===== config.mk =====
export PLATFORM = sky130hd
export DESIGN_NAME = cpu_core
export DESIGN_NICKNAME = d
export VERILOG_FILES = /design/src/rtl/cpu_pkg.sv /design/src/rtl/cpu_core.sv /design/src/rtl/sequencer.sv /design/src/rtl/reg_block.sv /design/src/rtl/alu.sv
export SDC_FILE = /design/constraint.sdc
export NUM_CORES = 1
export LEC_CHECK = 0
export ABC_AREA = 1
export BUFFER_PORTS_ARGS = -buffer_cell sky130_fd_sc_hd__buf_4
export CORE_MARGIN = 8
export CORE_UTILIZATION = 30
export DETAILED_ROUTE_END_ITERATION = 8
export PLACE_DENSITY = 0.52
export SETUP_SLACK_MARGIN = 0.2
export SYNTH_ARGS = -nofsm -noshare
export SYNTH_HDL_FRONTEND = slang
export SYNTH_HIERARCHICAL = 1
export SYNTH_SLANG_ARGS = --single-unit

===== constraint.sdc =====
create_clock -name clock -period 4.9 [get_ports clock]
set_input_delay 0.735 -clock clock [delete_from_list [all_inputs] [get_ports clock]]
set_output_delay 0.735 -clock clock [all_outputs]
set_load 0.05 [all_outputs]

===== src/rtl/cpu_pkg.sv =====
package cpu_pkg;

    typedef logic [7:0]  byte_t;
    typedef logic [15:0] addr_t;
    typedef logic [2:0]  reg_idx_t;
    typedef logic [2:0]  alu_op_t;
    typedef logic [3:0]  flags_t;   // Z N H C from the top bit

    // Register field encoding of the instruction
    localparam reg_idx_t REG_B   = 3'd0;
    localparam reg_idx_t REG_C   = 3'd1;
    localparam reg_idx_t REG_D   = 3'd2;
    localparam reg_idx_t REG_E   = 3'd3;
    localparam reg_idx_t REG_H   = 3'd4;
    localparam reg_idx_t REG_L   = 3'd5;
    localparam reg_idx_t REG_MEM = 3'd6;  // Memory at H:L
    localparam reg_idx_t REG_A   = 3'd7;

    localparam alu_op_t ALU_ADD = 3'd0;
    localparam alu_op_t ALU_ADC = 3'd1;
    localparam alu_op_t ALU_SUB = 3'd2;
    localparam alu_op_t ALU_SBC = 3'd3;
    localparam alu_op_t ALU_AND = 3'd4;
    localparam alu_op_t ALU_XOR = 3'd5;
    localparam alu_op_t ALU_OR  = 3'd6;
    localparam alu_op_t ALU_CP  = 3'd7;

    // Bit positions inside flags_t
    localparam int FLAG_Z = 3;
    localparam int FLAG_N = 2;
    localparam int FLAG_H = 1;
    localparam int FLAG_C = 0;

    localparam byte_t OP_HALT = 8'h76;
    localparam byte_t OP_JP   = 8'hC3;

    localparam flags_t FLAGS_RESET = 4'b1000;  // Z set

endpackage

===== src/rtl/cpu_core.sv =====
`timescale 1ns/10ps

module cpu_core #(
    parameter cpu_pkg::addr_t reset_pc = '0
) (
    input  logic           clock,
    input  logic           rst_n,
    output cpu_pkg::addr_t mem_addr,
    output logic           mem_rd,
    output logic           mem_wr,
    output cpu_pkg::byte_t mem_wdata,
    input  cpu_pkg::byte_t mem_rdata,
    output logic           halted
);

    import cpu_pkg::*;

    reg_idx_t rd_sel_a;
    reg_idx_t rd_sel_b;
    logic     wr_en;
    reg_idx_t wr_sel;
    byte_t    wr_data;
    logic     flags_wr;
    flags_t   flags_next;
    byte_t    rd_data_a;
    byte_t    rd_data_b;
    addr_t    hl;
    flags_t   flags;
    alu_op_t  alu_op;
    byte_t    alu_operand_b;
    byte_t    alu_result;
    flags_t   alu_flags;

    sequencer #(
        .reset_pc(reset_pc)
    ) u_sequencer (
        .clock         (clock),
        .rst_n         (rst_n),
        .mem_addr      (mem_addr),
        .mem_rd        (mem_rd),
        .mem_wr        (mem_wr),
        .mem_wdata     (mem_wdata),
        .mem_rdata     (mem_rdata),
        .halted        (halted),
        .rd_sel_a      (rd_sel_a),
        .rd_sel_b      (rd_sel_b),
        .wr_en         (wr_en),
        .wr_sel        (wr_sel),
        .wr_data       (wr_data),
        .flags_wr      (flags_wr),
        .flags_next    (flags_next),
        .rd_data_a     (rd_data_a),
        .rd_data_b     (rd_data_b),
        .hl            (hl),
        .flags         (flags),
        .alu_op        (alu_op),
        .alu_operand_b (alu_operand_b),
        .alu_result    (alu_result),
        .alu_flags     (alu_flags)
    );

    reg_block u_reg_block (
        .clock      (clock),
        .rst_n      (rst_n),
        .rd_sel_a   (rd_sel_a),
        .rd_sel_b   (rd_sel_b),
        .wr_en      (wr_en),
        .wr_sel     (wr_sel),
        .wr_data    (wr_data),
        .flags_wr   (flags_wr),
        .flags_next (flags_next),
        .rd_data_a  (rd_data_a),
        .rd_data_b  (rd_data_b),
        .hl         (hl),
        .flags      (flags)
    );

    alu u_alu (
        .op        (alu_op),
        .operand_a (rd_data_a),
        .operand_b (alu_operand_b),
        .carry_in  (flags[FLAG_C]),
        .result    (alu_result),
        .flags_out (alu_flags)
    );

endmodule


===== src/rtl/sequencer.sv =====
`timescale 1ns/10ps

module sequencer #(
    parameter cpu_pkg::addr_t reset_pc = '0
) (
    input  logic             clock,
    input  logic             rst_n,
    output cpu_pkg::addr_t   mem_addr,
    output logic             mem_rd,
    output logic             mem_wr,
    output cpu_pkg::byte_t   mem_wdata,
    input  cpu_pkg::byte_t   mem_rdata,
    output logic             halted,
    output cpu_pkg::reg_idx_t rd_sel_a,
    output cpu_pkg::reg_idx_t rd_sel_b,
    output logic             wr_en,
    output cpu_pkg::reg_idx_t wr_sel,
    output cpu_pkg::byte_t   wr_data,
    output logic             flags_wr,
    output cpu_pkg::flags_t  flags_next,
    input  cpu_pkg::byte_t   rd_data_a,
    input  cpu_pkg::byte_t   rd_data_b,
    input  cpu_pkg::addr_t   hl,
    input  cpu_pkg::flags_t  flags,
    output cpu_pkg::alu_op_t alu_op,
    output cpu_pkg::byte_t   alu_operand_b,
    input  cpu_pkg::byte_t   alu_result,
    input  cpu_pkg::flags_t  alu_flags
);

    import cpu_pkg::*;

    typedef enum logic [2:0] {
        ST_FETCH,
        ST_DECODE,
        ST_OPERAND,
        ST_ADDR_LO,
        ST_ADDR_HI,
        ST_HALTED
    } state_t;

    state_t   state;
    state_t   next_state;
    addr_t    pc_q;
    addr_t    pc_next;
    byte_t    inst_q;
    byte_t    addr_lo_q;
    logic     halt_q;
    logic     halt_next;

    byte_t    op;
    reg_idx_t dst;
    reg_idx_t src;
    logic     is_halt;
    logic     is_ld_rr;
    logic     is_ld_rn;
    logic     is_alu_r;
    logic     is_alu_n;
    logic     is_jp_cc;
    logic     cond_met;
    logic     jp_taken;
    logic     addr_sel_hl;
    logic     alu_store;

    // Opcode sits on the bus during decode, in the buffer afterwards
    assign op  = (state == ST_DECODE) ? mem_rdata : inst_q;
    assign dst = op[5:3];
    assign src = op[2:0];

    assign is_halt  = (op == OP_HALT);
    assign is_ld_rr = (op[7:6] == 2'b01) && !is_halt;
    assign is_ld_rn = (op[7:6] == 2'b00) && (src == 3'b110);
    assign is_alu_r = (op[7:6] == 2'b10);
    assign is_alu_n = (op[7:6] == 2'b11) && (src == 3'b110);
    assign is_jp_cc = (op[7:5] == 3'b110) && (src == 3'b010);

    always_comb
    begin
        case (op[4:3])
            2'b00:   cond_met = !flags[FLAG_Z];  // NZ
            2'b01:   cond_met = flags[FLAG_Z];
            2'b10:   cond_met = !flags[FLAG_C];  // NC
            default: cond_met = flags[FLAG_C];
        endcase
    end

    assign jp_taken = (op == OP_JP) || (is_jp_cc && cond_met);

    assign alu_op     = op[5:3];
    assign rd_sel_a   = (is_alu_r || is_alu_n) ? REG_A : src;
    assign rd_sel_b   = src;
    assign flags_next = alu_flags;
    assign mem_addr   = addr_sel_hl ? hl : pc_q;
    assign halted     = halt_q || ((state == ST_DECODE) && is_halt);

    always_comb
    begin
        next_state    = state;
        pc_next       = pc_q;
        halt_next     = halt_q;
        mem_rd        = 1'b0;
        mem_wr        = 1'b0;
        mem_wdata     = rd_data_a;
        addr_sel_hl   = 1'b0;
        wr_en         = 1'b0;
        wr_sel        = dst;
        wr_data       = rd_data_a;
        flags_wr      = 1'b0;
        alu_operand_b = rd_data_b;
        alu_store     = 1'b0;

        case (state)
            ST_FETCH:
            begin
                mem_rd     = 1'b1;
                pc_next    = pc_q + 16'd1;
                next_state = ST_DECODE;
            end
            ST_DECODE:
            begin
                next_state = ST_FETCH;
                if (is_halt)
                begin
                    halt_next  = 1'b1;
                    next_state = ST_HALTED;
                end
                else if ((is_ld_rr || is_alu_r) && (src == REG_MEM))
                begin
                    mem_rd      = 1'b1;          // Source byte at H:L
                    addr_sel_hl = 1'b1;
                    next_state  = ST_OPERAND;
                end
                else if (is_ld_rr && (dst == REG_MEM))
                begin
                    mem_wr      = 1'b1;
                    addr_sel_hl = 1'b1;
                end
                else if (is_ld_rr)
                begin
                    wr_en = 1'b1;
                end
                else if (is_alu_r)
                begin
                    alu_store = 1'b1;
                end
                else if (is_ld_rn || is_alu_n)
                begin
                    mem_rd     = 1'b1;           // Immediate byte
                    pc_next    = pc_q + 16'd1;
                    next_state = ST_OPERAND;
                end
                else if ((op == OP_JP) || is_jp_cc)
                begin
                    mem_rd     = 1'b1;
                    pc_next    = pc_q + 16'd1;
                    next_state = ST_ADDR_LO;
                end
            end
            ST_OPERAND:
            begin
                next_state = ST_FETCH;
                if (is_ld_rn && (dst == REG_MEM))
                begin
                    mem_wr      = 1'b1;
                    addr_sel_hl = 1'b1;
                    mem_wdata   = mem_rdata;
                end
                else if (is_ld_rr || is_ld_rn)
                begin
                    wr_en   = 1'b1;
                    wr_data = mem_rdata;
                end
                else
                begin
                    alu_operand_b = mem_rdata;
                    alu_store     = 1'b1;
                end
            end
            ST_ADDR_LO:
            begin
                mem_rd     = 1'b1;               // High address byte
                pc_next    = pc_q + 16'd1;
                next_state = ST_ADDR_HI;
            end
            ST_ADDR_HI:
            begin
                next_state = ST_FETCH;
                if (jp_taken)
                begin
                    pc_next = {mem_rdata, addr_lo_q};
                end
            end
            default:
            begin
                // Leaves only once, on the first edge after reset
                if (!halt_q)
                begin
                    next_state = ST_FETCH;
                end
            end
        endcase

        if (alu_store)
        begin
            flags_wr = 1'b1;
            wr_en    = (alu_op != ALU_CP);   // CP keeps A
            wr_sel   = REG_A;
            wr_data  = alu_result;
        end
    end

    always_ff @(posedge clock or negedge rst_n)
    begin
        if (!rst_n)
        begin
            state  <= ST_HALTED;
            pc_q   <= reset_pc;
            inst_q <= '0;
            halt_q <= 1'b0;
        end
        else
        begin
            state  <= next_state;
            pc_q   <= pc_next;
            halt_q <= halt_next;
            if (state == ST_DECODE)
            begin
                inst_q <= mem_rdata;
            end
        end
    end

    always_ff @(posedge clock)
    begin
        if (state == ST_ADDR_LO)
        begin
            addr_lo_q <= mem_rdata;          // Low byte comes first
        end
    end

endmodule


===== src/rtl/reg_block.sv =====
`timescale 1ns/10ps

module reg_block (
    input  logic              clock,
    input  logic              rst_n,
    input  cpu_pkg::reg_idx_t rd_sel_a,
    input  cpu_pkg::reg_idx_t rd_sel_b,
    input  logic              wr_en,
    input  cpu_pkg::reg_idx_t wr_sel,
    input  cpu_pkg::byte_t    wr_data,
    input  logic              flags_wr,
    input  cpu_pkg::flags_t   flags_next,
    output cpu_pkg::byte_t    rd_data_a,
    output cpu_pkg::byte_t    rd_data_b,
    output cpu_pkg::addr_t    hl,
    output cpu_pkg::flags_t   flags
);

    import cpu_pkg::*;

    byte_t regs [7];

    // A lives in slot 6 since index 6 is the memory operand
    function automatic logic [2:0] reg_slot(input reg_idx_t sel);
        return (sel == REG_A) ? 3'd6 : sel;
    endfunction

    assign rd_data_a = (rd_sel_a == REG_MEM) ? '0 : regs[reg_slot(rd_sel_a)];
    assign rd_data_b = (rd_sel_b == REG_MEM) ? '0 : regs[reg_slot(rd_sel_b)];
    assign hl        = {regs[REG_H], regs[REG_L]};

    always_ff @(posedge clock or negedge rst_n)
    begin
        if (!rst_n)
        begin
            for (int i = 0; i < 7; i++)
            begin
                regs[i] <= '0;
            end
        end
        else if (wr_en && (wr_sel != REG_MEM))
        begin
            regs[reg_slot(wr_sel)] <= wr_data;
        end
    end

    always_ff @(posedge clock or negedge rst_n)
    begin
        if (!rst_n)
        begin
            flags <= FLAGS_RESET;
        end
        else if (flags_wr)
        begin
            flags <= flags_next;
        end
    end

endmodule


===== src/rtl/alu.sv =====
`timescale 1ns/10ps

module alu (
    input  cpu_pkg::alu_op_t op,
    input  cpu_pkg::byte_t   operand_a,
    input  cpu_pkg::byte_t   operand_b,
    input  logic             carry_in,
    output cpu_pkg::byte_t   result,
    output cpu_pkg::flags_t  flags_out
);

    import cpu_pkg::*;

    logic       cin;
    logic       is_sub;
    logic       is_arith;
    logic [8:0] full;   // Bit 8 is carry or borrow out
    logic [4:0] half;   // Bit 4 is carry or borrow out of bit 3

    assign cin      = ((op == ALU_ADC) || (op == ALU_SBC)) ? carry_in : 1'b0;
    assign is_sub   = (op == ALU_SUB) || (op == ALU_SBC) || (op == ALU_CP);
    assign is_arith = is_sub || (op == ALU_ADD) || (op == ALU_ADC);

    always_comb
    begin
        if (is_sub)
        begin
            full = {1'b0, operand_a} - {1'b0, operand_b} - {8'd0, cin};
            half = {1'b0, operand_a[3:0]} - {1'b0, operand_b[3:0]} - {4'd0, cin};
        end
        else
        begin
            full = {1'b0, operand_a} + {1'b0, operand_b} + {8'd0, cin};
            half = {1'b0, operand_a[3:0]} + {1'b0, operand_b[3:0]} + {4'd0, cin};
        end
    end

    always_comb
    begin
        case (op)
            ALU_AND: result = operand_a & operand_b;
            ALU_XOR: result = operand_a ^ operand_b;
            ALU_OR:  result = operand_a | operand_b;
            default: result = full[7:0];  // CP result is dropped by the sequencer
        endcase
    end

    always_comb
    begin
        flags_out[FLAG_Z] = (result == 8'd0);
        flags_out[FLAG_N] = is_sub;
        flags_out[FLAG_H] = is_arith ? half[4] : (op == ALU_AND);
        flags_out[FLAG_C] = is_arith ? full[8] : 1'b0;
    end

endmodule


==> results.py <==
metrics = {
    "setup_path": {
        "crit_path_top_delay_cell": "dfstp_2",
        "critical_path.max_fanout": 9,
        "worstSetupEndpointType": "register",
        "worstSetupPathType": "register to register",
        "arrival_ps": 4710,
        "critical_path.most_common_cell": "nand2_1",
        "critPathLaunchType": "register",
        "cp_slowest_stage_delay_ps": 600,
        "worst-r2r-setup-slack_ps": 440,
        "timing.critical_path.required_ps": 5150,
    },
    "sta": {
        "period_share_pct": 91.0,
        "whs_ps": 359,
        "worst_slack_ps": 439,
        "final-setup-viol-count": 0,
        "timing.max_slew.rel_slack_pct": 44.4,
        "timing.final.hold_violations": 0,
        "final.setup_skew_ps": 11.2,
        "tightest_slew_ps": 831,
        "maxSlewViolCount": 0,
        "totalNegativeSetupSlack_ps": 0,
        "grt_setup_unrepaired": "yes",
        "fmax_ghz": 0.224,
        "final_period_minus_worst_setup_slack_ps": 4460,
    },
    "yosys": {
        "postSynthNetCount": 1232,
        "yosysWarningCount": 6,
        "synthesis.area_per_instance_um2": 6.59,
        "post_synth_inst_count": 1187,
        "syn_area_mm2": 0.00782,
    },
    "power_and_ir_drop": {
        "cellInternalPower_mw": 1.15,
        "fin_total_pwr_mw": 1.52,
        "power_switching_share_pct": 24.6,
        "seq_power_share_pct": 51.5,
        "power.combinational.fraction_pct": 2.5,
        "netSwitchingPower_mw": 0.374,
        "ir_drop_mv": 0.156,
        "clock_power_share_pct": 46.0,
        "power-per-cell-area_mw_per_mm2": 172,
        "total_leakage_power_nw": 4.34,
    },
    "die": {
        "die_height_um": 177,
        "floorplan.initialDensity_pct": 30.3,
        "boundaryPins": 37,
        "core_area_mm2": 0.0258,
        "dieWidth_um": 177,
        "rows": 59,
        "die_area_mm2": 0.0315,
    },
    "place": {
        "gp_congestion": 0.934,
        "placed_standard_cell_area_mm2": 0.00837,
        "place.detailed.instances": 1535,
        "detailedPlacementHpwl_um": 20000,
        "port_buffers": 36,
        "dpl_worst_slack_ps": 54.7,
    },
    "global_routing": {
        "first_pass_grt_wire_length_um": 41300,
        "grt.overflow.total": 0,
        "number_of_antenna_violations_at_the_first_check_in_global_routing": 0,
        "via_count_of_the_first_global_routing_pass": 7282,
        "groute.usage.overall_pct": 16.6,
        "grt_max_degree": 48,
    },
    "finish": {
        "fin_cells": 1555,
        "layout.core_utilization_pct": 34.2,
        "mostFrequentLayoutCells": "395 x nand2_1, 130 x inv_1, 122 x nand3_1",
        "finish.instance_area_mm2": 0.00884,
        "antenna-diode-count": 0,
        "final_layout_size_suffix_gt1_share_pct": 15.2,
        "layout-area-overhead-vs-synth_pct": 13.1,
        "mostFrequentLayoutCell": "nand2_1",
        "fin_nets": 1260,
        "final.fill_count": 2845,
    },
    "detailed_routing": {
        "viasPerCell": 5.02,
        "number_of_design_rule_violations_left_by_the_first_detailed_router_iteration": 728,
        "num_vias": 7813,
        "drt-wirelength-per-cell_um": 16.7,
        "drtAntennaViolNets": 0,
        "number_of_design_rule_violations_left_after_detail_routing": 0,
        "number_of_optimization_iterations_in_the_first_detailed_route_pass": 5,
        "routed_wirelength_um": 26000,
    },
    "clock_tree": {
        "cts_buffers": 9,
        "worstSkewPairLatency_ps": 360,
        "htree_num_levels": 3,
        "tritoncts": "yes",
        "root_buffer": "clkbuf_16",
        "clkSlewWorstSetupHoldPaths_ps": 80,
        "clock_sink_count": 94,
        "cts.path.max_buffers": 2,
    },
    "run": {
        "maxCapViolCount": 0,
    },
    "hold_path": {
        "holdCritPathClass": "input port to async pin",
    },
    "status": {
        "result_of_the_run": "complete, no violations",
    },
}
-- worst paths after layout --
path | cells past startpoint | from | end
min in group clock | 2 | u_reg_block/regs[45] | u_reg_block/regs[45]
worst max register to register | 30 | u_sequencer/state[0] | u_reg_block/hl[6]
worst min-delay path | 1 | rst_n | u_sequencer/pc_q[3]
max in group asynchronous | 2 | rst_n | u_reg_block/regs[47]
worst min register to register | 2 | u_reg_block/regs[45] | u_reg_block/regs[45]
worst max-delay path | 30 | u_sequencer/state[0] | u_reg_block/hl[6]
-- per-layer routing --
| metal | track usage (%) | part of all wire [%] | up-vias |
|---|---|---|---|
| li1 | - | - | 3833 |
| met1 | 22.2 | 45 | 3705 |
| met4 | 4.76 | 2.1 | 0 |
| met5 | 0 | 0 | - |
| met3 | 2.81 | 5.2 | 41 |
| met2 | 27.1 | 47 | 234 |
-- layout make-up --
class | count | area, um2 | share of cell area, %
multi-input cells | 883 | 4550 | 51.5
flip-flops and latches | 94 | 2400 | 27.1
repair buffers | 81 | 639 | 7.23
inverters | 146 | 549 | 6.21
well taps | 335 | 419 | 4.74
clock buffers | 9 | 225 | 2.55
clock inverters | 7 | 63.8 | 0.721
-- repair_timing --
action | in CTS | in global routing
cloned | 1 | 0
gates resized for setup | 4 | 50
setup endpoints to repair | 30 | 55
setup buffers | 2 | 1
pin swaps | 3 | 3
hold buffers | 0 | 0
-- registers in the layout, indices dropped and copies added, names as in the netlist --
name,cells
u_reg_block/flags,2
u_reg_block/hl,16
u_reg_block/regs,40
u_sequencer/addr_lo_q,8
u_sequencer/halt_q,1
u_sequencer/inst_q,8
u_sequencer/pc_q,16
u_sequencer/state,3
-- critical path, delay by kind of cell (launching register included) --
kind	cells	cell delay [ps]
DFF	1	600
and+or+nand+nor	19	1790
buffers and inverters	5	560
adders and majority gates	2	660
AOI/OAI and AO/OA	4	770
-- power by group through the flow --
stage                     Combinational (mW)  Clock, mW  Sequential, mW
final                                 0.0379      0.701           0.784
after global routing                  0.0418      0.753           0.784
after CTS                             0.0388      0.721           0.784
after detailed placement              0.0388          0           0.800
after global placement                0.0385          0           0.800
after floorplan                      0.00283          0           0.800
Power figures use the tool's default switching activity.
